[src/hdl/rp_analog_pkg.sv]
package rp_analog_pkg;

  //////////////////////
  // widths and counts
  //////////////////////

  localparam int NUM_CHANNELS = 2;   // fixed by the two-phase interleave
  localparam int ADC_PIN_BITS = 16;  // raw word at the ADC pins
  localparam int DAC_BITS     = 14;  // DAC converter resolution

  //////////////////////
  // sample types
  //////////////////////

  // plain two's complement DAC sample
  typedef logic signed [DAC_BITS-1:0] dac_sample_t;

  // one DAC word, read two ways
  //   smp  whole signed value for sum and loopback math
  //   fld  sign bit and magnitude bits for slope inversion
  typedef union packed {
    dac_sample_t smp;
    struct packed {
      logic                msb;   // kept as is
      logic [DAC_BITS-2:0] rest;  // inverted for neg slope
    } fld;
  } dac_word_u;

  // negative-slope code at the pins
  //   0x0000  -> +full scale
  //   0x1fff  -> about zero
  //   0x3fff  -> -full scale
  // same rule on both the ADC and the DAC side

endpackage

[src/hdl/rp_reset_seq.sv]
`timescale 1ns/1ps

module rp_reset_seq #(
  parameter int RST_CYCLES = 64  // length of the post-lock reset window
) (
  input  logic adc_clk,
  input  logic reset_i,
  input  logic pll_locked_i,
  output logic chan_rst_o
);

  localparam int CNT_W = $clog2(RST_CYCLES + 1);

  logic             lock_r;    // lock level, one cycle old
  logic             lock_rise;
  logic [CNT_W-1:0] rst_cnt;   // 0 = idle, 1..RST_CYCLES = window

  //////////////////////
  // lock edge
  //////////////////////

  // previous lock level for the edge detector
  always_ff @(posedge adc_clk) begin
    lock_r <= pll_locked_i;
  end

  assign lock_rise = pll_locked_i & ~lock_r;

  //////////////////////
  // window counter
  //////////////////////

  always_ff @(posedge adc_clk) begin
    if (reset_i) begin
      rst_cnt <= '0;
    end else if (!pll_locked_i) begin
      rst_cnt <= '0;                           // lost lock aborts the window
    end else if (lock_rise || (rst_cnt != '0)) begin
      if (rst_cnt == CNT_W'(RST_CYCLES))
        rst_cnt <= '0;                         // window done
      else
        rst_cnt <= rst_cnt + 1'b1;
    end
  end

  // registered so reset_i shows one cycle late
  always_ff @(posedge adc_clk) begin
    chan_rst_o <= reset_i | (rst_cnt != '0);
  end

endmodule

[src/hdl/rp_adc_capture.sv]
`timescale 1ns/1ps

module rp_adc_capture #(
  parameter int ADC_BITS = 14  // significant bits taken from each pin word
) (
  input  logic                       adc_clk,
  input  logic                       chan_rst_i,
  input  logic [rp_analog_pkg::NUM_CHANNELS-1:0][rp_analog_pkg::ADC_PIN_BITS-1:0] adc_dat_i,
  output logic signed [ADC_BITS-1:0] adc_smp_o [rp_analog_pkg::NUM_CHANNELS]
);

  import rp_analog_pkg::*;

  logic [ADC_BITS-1:0] adc_raw [NUM_CHANNELS];  // top bits of each pin word

  // a 14 bit part leaves the two lsb pins unused
  always_comb begin
    for (int ch = 0; ch < NUM_CHANNELS; ch++) begin
      adc_raw[ch] = adc_dat_i[ch][ADC_PIN_BITS-1 -: ADC_BITS];
    end
  end

  //////////////////////
  // io register stage
  //////////////////////

  // neg slope to two's complement by keeping msb and flipping the rest
  always_ff @(posedge adc_clk) begin
    for (int ch = 0; ch < NUM_CHANNELS; ch++) begin
      if (chan_rst_i)
        adc_smp_o[ch] <= '0;
      else
        adc_smp_o[ch] <= {adc_raw[ch][ADC_BITS-1], ~adc_raw[ch][ADC_BITS-2:0]};
    end
  end

endmodule

[src/hdl/rp_analog_channel.sv]
`timescale 1ns/1ps

module rp_analog_channel #(
  parameter int ADC_BITS = 14  // acquired sample width of 14 or 16
) (
  input  logic                       adc_clk,
  input  logic                       chan_rst_i,
  input  logic signed [ADC_BITS-1:0] adc_smp_i,   // from capture
  input  rp_analog_pkg::dac_sample_t gen_dat_i,   // generator sample
  input  rp_analog_pkg::dac_sample_t ctrl_dat_i,  // controller sample
  input  logic                       loop_adc_i,  // acquire the DAC value
  input  logic                       loop_dac_i,  // send acquired data to DAC
  output logic signed [ADC_BITS-1:0] adc_dat_o,
  output rp_analog_pkg::dac_word_u   dac_word_o
);

  import rp_analog_pkg::*;

  logic signed [DAC_BITS:0] dac_sum;   // one guard bit
  logic                     sum_ovf;   // top two bits disagree
  dac_word_u                dac_sat;   // clamped to DAC range
  dac_word_u                dac_src;   // value going to the encoder

  //////////////////////
  // saturating sum
  //////////////////////

  assign dac_sum = gen_dat_i + ctrl_dat_i;  // both sign-extended
  assign sum_ovf = dac_sum[DAC_BITS] ^ dac_sum[DAC_BITS-1];

  // on overflow the guard bit gives the direction
  always_comb begin
    if (sum_ovf)
      dac_sat.smp = {dac_sum[DAC_BITS], {(DAC_BITS-1){~dac_sum[DAC_BITS]}}};
    else
      dac_sat.smp = dac_sum[DAC_BITS-1:0];
  end

  //////////////////////
  // acquisition side
  //////////////////////

  // size cast of a signed value sign-extends for 16 bit parts
  always_ff @(posedge adc_clk) begin
    if (chan_rst_i)
      adc_dat_o <= '0;
    else if (loop_adc_i)
      adc_dat_o <= ADC_BITS'(dac_sat.smp);  // digital loop on the ADC side
    else
      adc_dat_o <= adc_smp_i;
  end

  //////////////////////
  // DAC side
  //////////////////////

  // loopback takes the top DAC_BITS and drops extra lsbs of a wide ADC
  always_comb begin
    if (loop_dac_i)
      dac_src.smp = adc_dat_o[ADC_BITS-1 -: DAC_BITS];
    else
      dac_src = dac_sat;
  end

  // two's complement to neg slope code
  always_ff @(posedge adc_clk) begin
    if (chan_rst_i) begin
      dac_word_o <= '0;
    end else begin
      dac_word_o.fld.msb  <= dac_src.fld.msb;
      dac_word_o.fld.rest <= ~dac_src.fld.rest;
    end
  end

endmodule

[src/hdl/rp_dac_interleave.sv]
`timescale 1ns/1ps

module rp_dac_interleave (
  input  logic                     adc_clk,
  input  logic                     chan_rst_i,
  input  rp_analog_pkg::dac_word_u [rp_analog_pkg::NUM_CHANNELS-1:0] dac_word_i,
  output rp_analog_pkg::dac_word_u dac_dat_o,  // shared DAC data bus
  output logic                     dac_sel_o   // high = channel 0 on the bus
);

  //////////////////////
  // channel select
  //////////////////////

  // free running two-phase toggle parked low in reset
  always_ff @(posedge adc_clk) begin
    if (chan_rst_i)
      dac_sel_o <= 1'b0;
    else
      dac_sel_o <= ~dac_sel_o;
  end

  //////////////////////
  // data bus
  //////////////////////

  // the word goes out together with the next select phase
  //   sel now 0 -> next phase high -> channel 0
  //   sel now 1 -> next phase low  -> channel 1
  // so the current select is the channel index itself
  always_ff @(posedge adc_clk) begin
    if (chan_rst_i)
      dac_dat_o <= '0;                      // quiet bus during reset
    else
      dac_dat_o <= dac_word_i[dac_sel_o];
  end

  // single-rate stand-in for a DDR output pair
  // each channel word is held for one adc_clk period
  // so the pin rate per channel is half of adc_clk

endmodule

[src/hdl/rp_analog_top.sv]
`timescale 1ns/1ps

module rp_analog_top #(
  parameter int ADC_BITS   = 14,  // 16 for the wide ADC variant
  parameter int RST_CYCLES = 64   // reset window after PLL lock
) (
  input  logic                       adc_clk,
  input  logic                       reset_i,
  // ADC pins
  input  logic [rp_analog_pkg::NUM_CHANNELS-1:0][rp_analog_pkg::ADC_PIN_BITS-1:0] adc_dat_i,
  // DAC sources
  input  rp_analog_pkg::dac_sample_t [rp_analog_pkg::NUM_CHANNELS-1:0] gen_dat_i,
  input  rp_analog_pkg::dac_sample_t [rp_analog_pkg::NUM_CHANNELS-1:0] ctrl_dat_i,
  // loop levels
  input  logic                       loop_adc_i,
  input  logic                       loop_dac_i,
  input  logic                       pll_locked_i,
  // acquired data
  output logic signed [ADC_BITS-1:0] adc_dat_o [rp_analog_pkg::NUM_CHANNELS],
  // DAC pins
  output rp_analog_pkg::dac_word_u   dac_dat_o,
  output logic                       dac_sel_o,
  output logic                       dac_rst_o
);

  import rp_analog_pkg::*;

  logic                       chan_rst;                 // shared front end reset
  logic signed [ADC_BITS-1:0] adc_smp [NUM_CHANNELS];   // captured samples
  dac_word_u [NUM_CHANNELS-1:0] dac_word;               // encoded per channel

  assign dac_rst_o = chan_rst;

  //////////////////////
  // reset
  //////////////////////

  rp_reset_seq #(
    .RST_CYCLES (RST_CYCLES)
  ) rst_seq_i (
    .adc_clk      (adc_clk     ),
    .reset_i      (reset_i     ),
    .pll_locked_i (pll_locked_i),
    .chan_rst_o   (chan_rst    )
  );

  //////////////////////
  // data path
  //////////////////////

  rp_adc_capture #(
    .ADC_BITS (ADC_BITS)
  ) adc_cap_i (
    .adc_clk    (adc_clk  ),
    .chan_rst_i (chan_rst ),
    .adc_dat_i  (adc_dat_i),
    .adc_smp_o  (adc_smp  )
  );

  for (genvar ch = 0; ch < NUM_CHANNELS; ch++) begin : g_chan
    rp_analog_channel #(
      .ADC_BITS (ADC_BITS)
    ) chan_i (
      .adc_clk    (adc_clk        ),
      .chan_rst_i (chan_rst       ),
      .adc_smp_i  (adc_smp[ch]    ),
      .gen_dat_i  (gen_dat_i[ch]  ),
      .ctrl_dat_i (ctrl_dat_i[ch] ),
      .loop_adc_i (loop_adc_i     ),  // same level on every channel
      .loop_dac_i (loop_dac_i     ),
      .adc_dat_o  (adc_dat_o[ch]  ),
      .dac_word_o (dac_word[ch]   )
    );
  end

  rp_dac_interleave dac_ilv_i (
    .adc_clk    (adc_clk  ),
    .chan_rst_i (chan_rst ),
    .dac_word_i (dac_word ),
    .dac_dat_o  (dac_dat_o),
    .dac_sel_o  (dac_sel_o)
  );

endmodule

[config.mk]
export PLATFORM = sky130hd
export DESIGN_NAME = rp_analog_top
export DESIGN_NICKNAME = d
export VERILOG_FILES = /design/src/hdl/rp_analog_pkg.sv /design/src/hdl/rp_reset_seq.sv /design/src/hdl/rp_adc_capture.sv /design/src/hdl/rp_analog_channel.sv /design/src/hdl/rp_dac_interleave.sv /design/src/hdl/rp_analog_top.sv
export SDC_FILE = /design/constraint.sdc
export NUM_CORES = 1
export LEC_CHECK = 0
export BUFFER_PORTS_ARGS = -buffer_cell sky130_fd_sc_hd__clkbuf_2
export CAP_MARGIN = 10
export CELL_PAD_IN_SITES_DETAIL_PLACEMENT = 1
export CELL_PAD_IN_SITES_GLOBAL_PLACEMENT = 2
export CORE_MARGIN = 4
export CORE_UTILIZATION = 34
export DETAILED_ROUTE_END_ITERATION = 16
export PLACE_DENSITY = 0.91
export SYNTH_ARGS = -nofsm -noshare
export SYNTH_HDL_FRONTEND = slang
export SYNTH_SLANG_ARGS = --single-unit
[constraint.sdc]
create_clock -name adc_clk -period 6 [get_ports adc_clk]
set_clock_uncertainty 0.2 [all_clocks]
set_input_delay 0.3 -clock adc_clk [delete_from_list [all_inputs] [get_ports adc_clk]]
set_output_delay 0.3 -clock adc_clk [all_outputs]
set_load 0.05 [all_outputs]
### Word level (Yosys, flattened, before mapping)

Index checks and enable logic that the tools add are counted.

* input bits: 93
* bits in registers: 108
* output and inout port bits: 44
* logic and storage cells: 41

* add/subtract/negate cells: 3
* muxes and demuxes: 9
* bitwise operators: 13
* reduce and logical (&&, ||, !) cells: 3
* eq/ne operators: 1
* order comparisons: 1

Operators by type and width (count)
* 14-bit two-way mux: 8
* 13-bit NOT: 4
* 14-bit by 14-bit adder with 15-bit output: 2
* 7-bit by 1-bit adder with 7-bit output (second input constant): 1
* 7-bit == test (second input constant): 1
* 7-bit two-way mux: 1
* 7-bit nonzero test: 1
* 1-bit NOT: 5
* 1-bit by 2-bit < comparator with 1-bit output (second input constant): 1
* 2-bit OR reduction: 1
* 1-bit bitwise XOR: 2
* 1-bit bitwise AND: 1
* 1-bit logical OR: 1
* 1-bit OR: 1

### Depth between registers and ports, before layout

* depth after elaboration: 5
* mapped depth: 10
* gate-level depth less buffers: 9

### Hierarchy

From an unflattened synthesis, not the netlist that was laid out.

* cells, all modules: 552
* area, all modules: 5358.9 µm²

By module, submodules not included
* rp_analog_channel at g_chan[0].chan_i: area an instance 1841.8 µm², times used 1, cells each 198
* rp_analog_channel at g_chan[1].chan_i: area an instance 1841.8 µm², times used 1, cells each 199
* rp_adc_capture: area an instance 706.9 µm², times used 1, cells each 59
* rp_dac_interleave: area an instance 533.0 µm², times used 1, cells each 47
* rp_reset_seq: area an instance 435.4 µm², times used 1, cells each 49

### Worst setup path before layout

Ideal clock, no wire load.

* kind: input port to flip-flop
* start: input port gen_dat_i[14] (netlist bit)
* end: register g_chan[1].chan_i.adc_dat_o[10]
* setup slack: 3.171 ns
* data arrival time: 2.487 ns
* stages on the path: 10
* required time: 5.658 ns
* buffers on the path: 1
* library setup time: 0.142 ns
* cell sequence: ha_1 -> fa_1 -> a21oi_1 -> o211a_1 -> o2111ai_1 -> and3_1 -> o31ai_2 -> buf_4 -> maj3_2 -> a211oi_2

* word-level cells in the longest chain between the ends: 4

Ends and longest elaborated chain
* from (decl): RTL line rp_analog_top.sv:12 `input rp_analog_pkg::dac_sample_t [rp_analog_pkg::NUM_CHANNELS-1:0] gen_dat_i,`
* 14-bit by 14-bit adder with 15-bit output (*): RTL line rp_analog_channel.sv:28 `assign dac_sum = gen_dat_i + ctrl_dat_i;`
* 1-bit bitwise XOR / 1-bit NOT (equally long branches): RTL line rp_analog_channel.sv:29, rp_analog_channel.sv:34
* 14-bit two-way mux (*): RTL line rp_analog_channel.sv:33 `if (sum_ovf)`
* 14-bit two-way mux (*): RTL line rp_analog_channel.sv:47 `else if (loop_adc_i)`
* to (signal assigned): RTL line rp_analog_channel.sv:48 `adc_dat_o <= ADC_BITS'(dac_sat.smp);`
* to (signal assigned): RTL line rp_analog_channel.sv:50 `adc_dat_o <= adc_smp_i;`
* to (decl): RTL line rp_analog_channel.sv:13 `output logic signed [ADC_BITS-1:0] adc_dat_o,`

Mark *: on every way between the ends. The rest lies on a longest branch, timed or not.
A chain may end at the register's enable or synchronous reset.

### Final worst setup path

* start: input port gen_dat_i[15] (netlist bit)
* end: register g_chan[1].chan_i.adc_dat_o[5]

The elaborated chain is that of the path after synthesis.

==> out/qor.txt <==
RSZ-0062 raised after global routing: false
Syn Inst Count: 570
ys flop type: dfxtp_1
crit path cell chain: clkbuf_2 -> ha_1 -> a211oi_2 -> o21ai_2 -> a31oi_1 -> a2111oi_2 -> a311oi_2 -> maj3_2 -> a211oi_2
hold crit path type: primary input to register
FF-to-FF setup slack: 4.14 ns
CTS sink cnt: 108
TritonRoute pass-1 iters: 4
WL/cell: 15.6 um
GRT Util Overall: 0.165
first-pass GRT wire length: 24.1 mm
total power: 1990 uW
worst vdd ir: 0.000178 V
fmax: 0.318 GHz
CP Data Arrival Time: 3.14 ns
crit-path max FO: 13
die height: 133 um
DP Worst Slack: 2.48 ns
status: complete, no violations
CTS resizes: 0
largest net degree at the start of global routing: 56
CP Capture Type: register
Non-Filler Instances: 930
final antenna-violating net count: 0
crit share post-route: 0.524
Clock Path Buffers: 2
FFs w/ async S/R, synth: 0
Post-Place Cells: 886
Port-buffer cells: 132
clock tree from TritonCTS: built
Die Width: 133 um
sequential share of the synthesized area: 0.406
I/O pin cnt: 137
layout cells sized above 1: 0.284
Hold Buf Count CTS: 28
slowest stage delay, CP: 0.95 ns
Post-DP HPWL: 11.2 mm
DRC errors left: 0
Post-synth EDFFs: 0
slew at the pin closest to its max-slew limit: 1.11 ns
worst path buffer plus inverter count: 1
Leak: 0.00294 uW
synthesized net count: 695
Commonest cells post-synth: 108 x dfxtp_1, 98 x nor2_1, 42 x a21oi_1
Ant. Diodes: 0
total grt overflow: 0
final wirelength: 14.5 mm
DR iter-0 viols: 121
kind of critical path: primary input to register
Final WS setup: 2.85 ns
CTS clk-pin slew, worst paths: 0.07 ns
Top cell by count, worst path: a211oi_2
Synth Area per Inst: 9.33 um^2
DR vias: 4548
root buf cell: clkbuf_16
initial antenna violation count: 0
Maximum Capacitance Violations: 0
vias in the first global route: 4814
setup TNS: 0 ns
Final GP Congestion: 0.858
layout filler cell count: 1796
Synth Register Bits: 108
Core Box Area: 15300 um^2
CP required: 6.00 ns
Crit-path slowest cell: a311oi_2
setup repair bufs after CTS: 0
Rel. slew slack: 0.257
Starting Density: 0.349
cell area power density: 299 nW/um^2
delay-heaviest family, CP: compound AO/OA/AOI/OAI gates
# rows: 45
clk_lat worst skew: 0.34 ns
final hold vios: 0
most common cell in the synthesized netlist: dfxtp_1
CTS Buf Count: 9
Final Max Tran Viols: 0
htree depth: 3
yosys warns: 0
via density per instance: 4.89
Nets: 839
Yosys top cell area share: 0.406
largest area contributor in the netlist: dfxtp_1
distinct cell type count after synthesis: 63
Netlist Area Pre-Place: 5320 um^2
synth top area cells: dfxtp_1 41%, ha_1 7.1%, nor2_1 6.9%, a21oi_1 4.0%, a211oi_2 3.3%
Area growth, synth to finish: 25.5%
Tmin final: 3.15 ns
crit path launch type: primary input
final setup fails: 0
Die ar.: 17700 um^2
[cells by family after synthesis]
logic type | Yosys count | synth area share
AO/OA/AOI/OAI | 160 | 0.224
XOR/XNOR | 22 | 0.0391
adder cells (fa/ha/maj) | 49 | 0.113
buffers and inverters | 46 | 0.0454
flip-flops | 108 | 0.406
multiplexers | 16 | 0.0303
AND/OR/NAND/NOR | 169 | 0.142
[power by group]
| group | total [uW] | switching [uW] | internal, uW |
|---|---|---|---|
| Combinational | 569 | 361 | 208 |
| Clock | 600 | 270 | 331 |
| Sequential | 825 | 39.4 | 786 |
| Total | 1990 | 670 | 1320 |
[state kept, by name, indices dropped and copies added, names as in the netlist]
signal                    cells
adc_cap_i.adc_smp_o          28
dac_ilv_i.dac_dat_o          14
dac_ilv_i.dac_sel_o           1
g_chan.chan_i.adc_dat_o      28
g_chan.chan_i.dac_word_o     28
rst_seq_i.chan_rst_o          1
rst_seq_i.lock_r              1
rst_seq_i.rst_cnt             7
[worst paths after layout]
kind | depth (start not counted) | startpoint | endpoint
setup / recovery | 9 | gen_dat_i[15] | g_chan[1].chan_i.adc_dat_o[5]
hold reg to reg | 2 | g_chan[1].chan_i.dac_word_o[6] | dac_ilv_i.dac_dat_o[6]
setup reg to reg | 3 | rst_seq_i.chan_rst_o | g_chan[1].chan_i.dac_word_o[0]
hold / removal | 2 | adc_dat_i[31] | adc_cap_i.adc_smp_o[13]
[metal layers]
metal / GRT usage / up-vias / routed length [um]
met1: 0.201 / 2134 / 6250
li1: - / 2307 / -
met4: 0.0289 / 0 / 126
met3: 0.0335 / 12 / 718
met5: 0 / - / 0
met2: 0.302 / 95 / 7420
[metrics by stage]
| step | area (um^2) | utilization | hold slack (ns) |
|---|---|---|---|
| floorplan | 5320 | - | 0.128 |
| global placement | 6090 | 0.399 | 0.233 |
| detailed placement | 6090 | 0.399 | 0.243 |
| CTS | 6680 | 0.437 | 0.00767 |
| global route | 6680 | 0.437 | 0.0178 |
| finish | 6680 | 0.437 | 0.0126 |
[placed cells by master (no fill, tap or decap), types with 3 or more instances in the layout]
master,instances
inv_1,16
maj3_2,14
ha_1,30
o32ai_1,3
dfxtp_1,107
o211a_1,5
maj3_1,3
buf_4,3
a21oi_1,42
o21a_1,22
xor2_1,13
a311oi_1,6
nand2_2,3
xnor2_1,7
a211oi_2,14
nand2_1,22
o211ai_1,3
o21ai_0,21
a31oi_1,3
nor2b_1,4
clkbuf_2,132
dlygate4sd3_1,28
o2111ai_1,3
and3_1,6
nor3_1,7
a21o_1,7
clkbuf_16,9
nand2b_1,6
mux2i_1,15
nand3_1,9
o21ai_2,3
a211oi_1,11
nor2_1,98
[final cells by class]
class,instances,area [um^2],area share
sequential,108,2170,0.324
multi-input combinational,416,2920,0.437
timing repair buffer,163,963,0.144
tap,211,264,0.0396
clock buffer,9,225,0.0337
clock inverter,7,81.3,0.0122
inverter,16,60.1,0.00900
[worst register-to-register path: stages (launching register included)]
cell and delay [ns]:
dfxtp_4 0.67, buf_4 0.61, a21oi_1 0.11, o21a_1 0.15
Power figures use the tool's default switching activity.
